$ cat config.mk
export PLATFORM = sky130hd
export DESIGN_NAME = branch_predictor_top
export DESIGN_NICKNAME = d
export VERILOG_FILES = /design/src/common/bp_pkg.sv /design/src/gshare/pattern_table.sv /design/src/rtl/target_buffer.sv /design/src/gshare/gshare_predictor.sv /design/src/rtl/bp_config.sv /design/src/rtl/branch_predictor_top.sv
export SDC_FILE = /design/constraint.sdc
export NUM_CORES = 2
export LEC_CHECK = 0
export ABC_AREA = 1
export CAP_MARGIN = 25
export CORE_MARGIN = 5
export CORE_UTILIZATION = 40
export CTS_CLUSTER_SIZE = 12
export DETAILED_ROUTE_END_ITERATION = 6
export DONT_BUFFER_PORTS = 1
export PLACE_DENSITY = 0.62
export SLEW_MARGIN = 10
export SYNTH_ARGS = -nofsm -noshare
export SYNTH_HDL_FRONTEND = slang
export SYNTH_SLANG_ARGS = --single-unit
$ cat constraint.sdc
create_clock -name clk -period 8.5 [get_ports clk]
set_input_delay 1.7 -clock clk [delete_from_list [all_inputs] [get_ports clk]]
set_output_delay 1.7 -clock clk [all_outputs]
set_load 0.01 [all_outputs]
$ cat src/common/bp_pkg.sv
package bp_pkg;

    // table geometry
    localparam int HIST_BITS   = 5;
    localparam int PHT_ENTRIES = 32;
    localparam int BTB_ENTRIES = 32;

    typedef logic [31:0]                    addr_t;      // instruction address
    typedef logic [HIST_BITS-1:0]           hist_t;      // global branch history
    typedef logic [$clog2(PHT_ENTRIES)-1:0] pht_index_t; // pattern table index
    typedef logic [$clog2(BTB_ENTRIES)-1:0] btb_index_t; // pc[6:2]
    typedef logic [24:0]                    btb_tag_t;   // pc[31:7]
    typedef logic [1:0]                     counter_t;   // 2-bit saturating counter
    typedef logic [15:0]                    count_t;     // status counter
    typedef logic [1:0]                     cfg_addr_t;
    typedef logic [15:0]                    cfg_data_t;

    localparam counter_t COUNTER_INIT = 2'd1; // weakly not taken

    // config register map
    localparam cfg_addr_t REG_CONTROL     = 2'd0;
    localparam cfg_addr_t REG_BRANCHES    = 2'd1;
    localparam cfg_addr_t REG_MISPREDICTS = 2'd2;

    // one instruction resolved in execute
    // valid when is_branch or is_jump is set
    typedef struct packed {
        logic       is_branch;  // conditional branch
        logic       is_jump;    // jal or jalr
        logic       taken;      // actual direction
        logic       mispredict; // prediction was wrong
        addr_t      pc;
        addr_t      target;     // actual target
        pht_index_t pht_index;  // index handed out at lookup
    } resolve_t;

    // word-aligned pc split into buffer index and tag
    function automatic btb_index_t btb_index_of(input addr_t pc);
        btb_index_of = pc[6:2];
    endfunction

    function automatic btb_tag_t btb_tag_of(input addr_t pc);
        btb_tag_of = pc[31:7];
    endfunction

    // one step of the saturating counter toward the resolved direction
    function automatic counter_t counter_step(input counter_t cur, input logic taken);
        counter_t nxt;
        nxt = cur;
        if (taken && cur != 2'b11) begin
            nxt = cur + 2'd1;
        end else if (!taken && cur != 2'b00) begin
            nxt = cur - 2'd1;
        end
        counter_step = nxt;
    endfunction

endpackage

$ cat src/gshare/pattern_table.sv
`timescale 1ns/100ps

module pattern_table (
    input  logic               clk,
    input  logic               reset,
    input  bp_pkg::pht_index_t read_index,
    input  logic               update,
    input  bp_pkg::pht_index_t update_index,
    input  logic               update_taken,
    output logic               predict_taken
);
    import bp_pkg::*;

    counter_t counters [PHT_ENTRIES];  // one per hashed index

    counter_t cur_count;   // counter at update_index
    counter_t next_count;  // its value after this update
    counter_t read_count;  // counter at read_index

    // read port

    assign read_count    = counters[read_index];
    assign predict_taken = read_count[1];  // upper bit gives direction

    // update port

    assign cur_count  = counters[update_index];
    assign next_count = counter_step(cur_count, update_taken);

    // every counter starts weakly not taken
    always_ff @(posedge clk) begin
        if (reset) begin
            for (int i = 0; i < PHT_ENTRIES; i++) begin
                counters[i] <= COUNTER_INIT;
            end
        end else if (update) begin
            counters[update_index] <= next_count;
        end
    end

endmodule

$ cat src/rtl/target_buffer.sv
`timescale 1ns/100ps

module target_buffer (
    input  logic          clk,
    input  logic          reset,
    input  bp_pkg::addr_t read_pc,
    input  logic          write,
    input  bp_pkg::addr_t write_pc,
    input  bp_pkg::addr_t write_target,
    output logic          hit,
    output bp_pkg::addr_t target
);
    import bp_pkg::*;

    logic [BTB_ENTRIES-1:0] valid;                // cleared on reset
    btb_tag_t               tags    [BTB_ENTRIES];
    addr_t                  targets [BTB_ENTRIES];

    btb_index_t rd_index;
    btb_tag_t   rd_tag;
    btb_index_t wr_index;
    btb_tag_t   wr_tag;

    // split both pcs into index and tag
    assign rd_index = btb_index_of(read_pc);
    assign rd_tag   = btb_tag_of(read_pc);
    assign wr_index = btb_index_of(write_pc);
    assign wr_tag   = btb_tag_of(write_pc);

    // combinational read
    assign hit    = valid[rd_index] && (tags[rd_index] == rd_tag);
    assign target = targets[rd_index];  // only meaningful with hit

    // valid bits
    always_ff @(posedge clk) begin
        if (reset) begin
            valid <= '0;
        end else if (write) begin
            valid[wr_index] <= 1'b1;
        end
    end

    // tag and target storage overwritten on every install
    always_ff @(posedge clk) begin
        if (write) begin
            tags[wr_index]    <= wr_tag;
            targets[wr_index] <= write_target;
        end
    end

endmodule

$ cat src/gshare/gshare_predictor.sv
`timescale 1ns/100ps

module gshare_predictor (
    input  logic               clk,
    input  logic               reset,
    input  logic               enable,
    input  logic               history_clear,
    input  bp_pkg::addr_t      fetch_pc,
    input  bp_pkg::resolve_t   resolve,
    output bp_pkg::addr_t      next_pc,
    output bp_pkg::pht_index_t pht_index
);
    import bp_pkg::*;

    hist_t history;        // newest outcome sits in the top bit

    logic  counter_taken;  // upper bit of the indexed counter
    logic  btb_hit;        // valid entry with matching tag
    addr_t btb_target;     // stored target for fetch_pc
    logic  predict_taken;
    addr_t fall_through;

    logic  pht_update;     // conditional branch resolved this cycle
    logic  btb_write;      // install target for resolved pc

    // lookup side

    // gshare hash of history and low pc bits
    assign pht_index = history ^ btb_index_of(fetch_pc);

    assign fall_through = fetch_pc + 32'd4;

    // all three must agree before redirecting fetch
    assign predict_taken = enable && counter_taken && btb_hit;

    assign next_pc = predict_taken ? btb_target : fall_through;

    // resolve side

    assign pht_update = resolve.is_branch;

    // mispredicted branch or any jal/jalr
    assign btb_write = (resolve.is_branch && resolve.mispredict) || resolve.is_jump;

    // global history
    always_ff @(posedge clk) begin
        if (reset) begin
            history <= '0;
        end else if (history_clear) begin
            history <= '0;  // clear wins over a resolve in the same cycle
        end else if (pht_update) begin
            history <= {resolve.taken, history[HIST_BITS-1:1]};
        end
    end

    // direction
    pattern_table u_pht (
        .clk           (clk),
        .reset         (reset),
        .read_index    (pht_index),
        .update        (pht_update),
        .update_index  (resolve.pht_index),  // index the pipeline carried down
        .update_taken  (resolve.taken),
        .predict_taken (counter_taken)
    );

    // targets
    target_buffer u_btb (
        .clk          (clk),
        .reset        (reset),
        .read_pc      (fetch_pc),
        .write        (btb_write),
        .write_pc     (resolve.pc),
        .write_target (resolve.target),
        .hit          (btb_hit),
        .target       (btb_target)
    );

endmodule

$ cat src/rtl/bp_config.sv
`timescale 1ns/100ps

module bp_config (
    input  logic              clk,
    input  logic              reset,
    input  logic              cfg_write,
    input  bp_pkg::cfg_addr_t cfg_addr,
    input  bp_pkg::cfg_data_t cfg_wdata,
    input  bp_pkg::resolve_t  resolve,
    output bp_pkg::cfg_data_t cfg_rdata,
    output logic              enable,
    output logic              history_clear
);
    import bp_pkg::*;

    count_t branch_count;      // resolved conditional branches
    count_t mispredict_count;  // mispredicted conditional branches
    logic   ctrl_write;

    assign ctrl_write = cfg_write && (cfg_addr == REG_CONTROL);

    // bit 1 of the control register is a command and is not stored
    always_ff @(posedge clk) begin
        if (reset) begin
            enable        <= 1'b1;
            history_clear <= 1'b0;
        end else begin
            history_clear <= ctrl_write && cfg_wdata[1];  // one-cycle pulse
            if (ctrl_write) begin
                enable <= cfg_wdata[0];
            end
        end
    end

    // outcome counts saturate at all ones
    always_ff @(posedge clk) begin
        if (reset) begin
            branch_count     <= '0;
            mispredict_count <= '0;
        end else if (resolve.is_branch) begin
            if (branch_count != '1) begin
                branch_count <= branch_count + 16'd1;
            end
            if (resolve.mispredict && mispredict_count != '1) begin
                mispredict_count <= mispredict_count + 16'd1;
            end
        end
    end

    // read decode
    always_comb begin
        case (cfg_addr)
            REG_CONTROL:     cfg_rdata = {15'd0, enable};
            REG_BRANCHES:    cfg_rdata = branch_count;
            REG_MISPREDICTS: cfg_rdata = mispredict_count;
            default:         cfg_rdata = '0;
        endcase
    end

endmodule

$ cat src/rtl/branch_predictor_top.sv
`timescale 1ns/100ps

module branch_predictor_top (
    input  logic               clk,
    input  logic               reset,
    input  bp_pkg::addr_t      fetch_pc,    // pc presented by fetch
    input  bp_pkg::resolve_t   resolve,     // outcome from execute
    input  logic               cfg_write,
    input  bp_pkg::cfg_addr_t  cfg_addr,
    input  bp_pkg::cfg_data_t  cfg_wdata,
    output bp_pkg::addr_t      next_pc,
    output bp_pkg::pht_index_t pht_index,   // carried down the pipeline
    output bp_pkg::cfg_data_t  cfg_rdata
);

    logic enable;         // prediction on or off
    logic history_clear;  // pulse from control write

    // config and status block counting straight from the resolve port
    bp_config u_config (
        .clk           (clk),
        .reset         (reset),
        .cfg_write     (cfg_write),
        .cfg_addr      (cfg_addr),
        .cfg_wdata     (cfg_wdata),
        .resolve       (resolve),
        .cfg_rdata     (cfg_rdata),
        .enable        (enable),
        .history_clear (history_clear)
    );

    // direction and target prediction
    gshare_predictor u_predictor (
        .clk           (clk),
        .reset         (reset),
        .enable        (enable),
        .history_clear (history_clear),
        .fetch_pc      (fetch_pc),
        .resolve       (resolve),
        .next_pc       (next_pc),
        .pht_index     (pht_index)
    );

endmodule

==> run_results.csv <==
group,metric,value,unit
status,status,"finished clean",
synth,syn_inst,6914,
final_layout,design_area,89200,sq um
final_layout,instances_no_fill,9617,
clocking,clock_latency,0.82,ns
power,power_frac_comb,5.6,%
floorplanning,start_util,40.2,%
synth,synth_xor_area_share,0.371,%
clocking,root_buffer,"clkbuf_16",
sta,hold_viol,0,
floorplanning,dieArea,210000,sq um
critical_path,crit_family,"simple AND/OR/NAND/NOR gates",
clocking,cts_tree,"done",
synth,synth-simple-area-share,15.5,%
synth,ys_warn_count,0,
synth,synthAdderAreaFrac,0.0779,%
critical_path,worstPathMaxFanout,495,
critical_path,critPathKind,"in2out",
synth,synthFlopType,"edfxtp_1",
power,p_int,15.4,mW
drt,vias,53800,
global_routing,grt_pass1_vias,50600,
sta,rsz0062_at_grt,"no",
sta,worst_slew_pin_slew,1.47,ns
sta,final_max_slew_viol_count,0,
sta,clock_skew,0.00978,ns
placement,dpl_cell_area,83300,sq um
critical_path,crit_chain,"inv_8 -> buf_4 -> nand3_1 -> nand3_1 -> nand2_1 -> nor2_1 -> nand2_1 -> nand3_1 -> nand2_1 -> nor2_1 -> nand2_1 -> nor2_1 -> nand2_2 -> nor2_4 -> buf_4 -> nand2_1 -> o21ai_1 -> buf_4",
synth,syn_nets,7045,
final_layout,final_nets,6958,
power,clock_power_share,40.2,%
placement,dp_hpwl,123,mm
synth,synth_area,80300,sq um
synth,synth-seq-cells,1959,
critical_path,cpPeakStageDelay,0.83,ns
synth,synth.distinct_cells,45,
synth,synth_enable_flop_cells,1888,
drt,wirelength,237,mm
clocking,cts.repair.resized,0,
floorplanning,core_area,200000,sq um
run,max-cap-violations,0,
critical_path,crit_path_end_kind,"output port",
power,power_density,223,nW/um^2
power,peakVddDrop,195,uV
floorplanning,die_w,458,microns
placement,dp_slack,0.935,ns
synth,synth_top_family_by_area,"simple AND/OR/NAND/NOR gates",
floorplanning,die_h,458,microns
synth,synthMuxAreaShare,0,%
sta,fmax,0.123,GHz
drt,route.detailed.wl_per_inst,24.6,microns
floorplanning,num_io_pins,179,
global_routing,grt_pass1_wl,341,mm
sta,relSlewSlack,1.70,%
sta,setup_tns,0,ns
clocking,path_clk_slew,0.06,ns
critical_path,critPathMostFrequentCell,"nand2_1",
drt,first_pass_iters,6,
floorplanning,core.rowCount,164,
clocking,numClockSinks,1959,
global_routing,grt_usage,21.7,%
final_layout,final_common_cell,"edfxtp_1",
drt,drc_errors,0,
power,power,19.9,mW
power,power_switching_share,22.3,%
final_layout,final_cell_mix,"edfxtp_1 (1,888), nand2_1 (1,381), nor2_1 (1,059)",
critical_path,setup.worst_path.start_class,"input pin",
global_routing,grt_antenna_before_repair,3,
final_layout,drive_gt1_share,6.21,%
placement,place.gp.congestion,0.929,
synth,synth-seq-area-share,72.4,%
sta,setup_violations,0,
drt,via_per_inst,5.59,
global_routing,grt_start_max_net_pins,949,
sta,period_minus_slack,8.15,ns
clocking,htreeDepth,4,
power,power.net_switching,4.44,mW
global_routing,grt.overflow.total,0,
clocking,cts_max_path_buffers,3,
final_layout,syn2layout_area_growth,11.1,%
drt,antenna_left,0,
placement,port-buffer-count,0,
critical_path,arrival,6.45,ns
power,p_leak,30.0,nW
critical_path,crit_buf_inv,4,
synth,ys_async_sr_fraction,0,%
critical_path,crit_slowest_cell,"inv_8",
final_layout,fillers,17900,
sta,setup_slack,0.354,ns
hold_path,hold_class,"reg2reg",
final_layout,final_core_util,44.7,%
clocking,cts_made_buffers,196,
sta,hold_slack,0.464,ns
sta,fin_crit_sh,95.8,%
power,pwr-share-seq,54.2,%
placement,placed_cells,9279,
synth,synth_compound_area_share,8.33,%
drt,drtIter0Drc,6625,
synth,avgSynthCellArea,11.6,sq um
critical_path,critPathRequiredTime,6.80,ns
[layer usage]
metal	GRT usage, %	routed length (microns)	part of all wire, %	up-vias
li1	-	-	-	24300
met1	28.4	93400	39	26600
met2	35.7	113000	48	2436
met3	3.67	19300	8.2	430
met4	9.65	11000	4.6	0
met5	0	0	0	-
[area by class of cell]
| class | count | area, sq um | area share (%) |
|---|---|---|---|
| Clock buffer | 256 | 5170 | 5.80 |
| Antenna cell | 9 | 22.5 | 0.0252 |
| Timing Repair Buffer | 129 | 1320 | 1.48 |
| Sequential cell | 1959 | 58100 | 65.1 |
| Multi-Input combinational cell | 4303 | 19700 | 22.1 |
| Tap cell | 2656 | 3320 | 3.72 |
| Clock inverter | 67 | 614 | 0.688 |
| Inverter | 238 | 925 | 1.04 |
[path summary, 6_finish.rpt]
path,from,endpoint,slack (ns),cells after the start
max,fetch_pc[3],next_pc[4],0.35,18
min,u_predictor.u_btb.valid[30],u_predictor.u_btb.valid[30],0.46,1
max reg2reg,u_predictor.u_pht.counters[0][0],u_predictor.u_pht.counters[7][0],5.08,10
min reg2reg,u_predictor.u_btb.valid[30],u_predictor.u_btb.valid[30],0.46,1
[registers in the layout, summed over array words and instances (netlist names)]
| signal | flops |
|---|---|
| u_predictor.history | 5 |
| u_predictor.u_pht.counters | 64 |
| u_predictor.u_btb.targets | 1024 |
| u_config.history_clear | 1 |
| u_config.branch_count | 16 |
| u_config.enable | 1 |
| u_predictor.u_btb.valid | 32 |
| u_config.mispredict_count | 16 |
| u_predictor.u_btb.tags | 800 |
[synth_stat cells (all sizes together) (15+ instances only)]
cell / n / area share (%)
xor2: 28 / 0.31
a31oi: 25 / 0.19
nand3: 477 / 3.0
edfxtp: 1888 / 71
nand2: 1385 / 6.5
nand4: 21 / 0.17
o21a: 15 / 0.14
nor3: 70 / 0.45
a22oi: 32 / 0.30
clkbuf: 234 / 1.1
o21ai: 708 / 4.4
dfxtp: 71 / 1.8
nor2: 1099 / 5.2
buf: 180 / 1.2
o22ai: 203 / 1.6
inv: 236 / 1.1
o221ai: 48 / 0.52
a21oi: 115 / 0.72
[logic make-up after synthesis]
family                   count (synthesis)
buffers and inverters                  652
adder cells (fa/ha/maj)                  5
XOR/XNOR                                34
AO/OA/AOI/OAI                         1191
AND/OR/NAND/NOR                       3073
flip-flops                            1959
[power groups by stage]
| stage | clock (mW) | combinational, mW | sequential (mW) |
|---|---|---|---|
| after global placement | 0 | 1.03 | 11.0 |
| final | 8.00 | 1.12 | 10.8 |
| after floorplan | 0 | 0.774 | 11.0 |
| after detailed placement | 0 | 1.04 | 11.0 |
| after CTS | 8.11 | 1.04 | 10.8 |
| after global routing | 8.51 | 1.22 | 10.8 |
[what timing repair did]
action / 4_1_cts / 5_1_grt
setup buffers: 0 / 0
endpoints found under the setup margin: 0 / 13
hold buffers: 0 / 0
No activity file was read; power rests on OpenSTA's default activity.
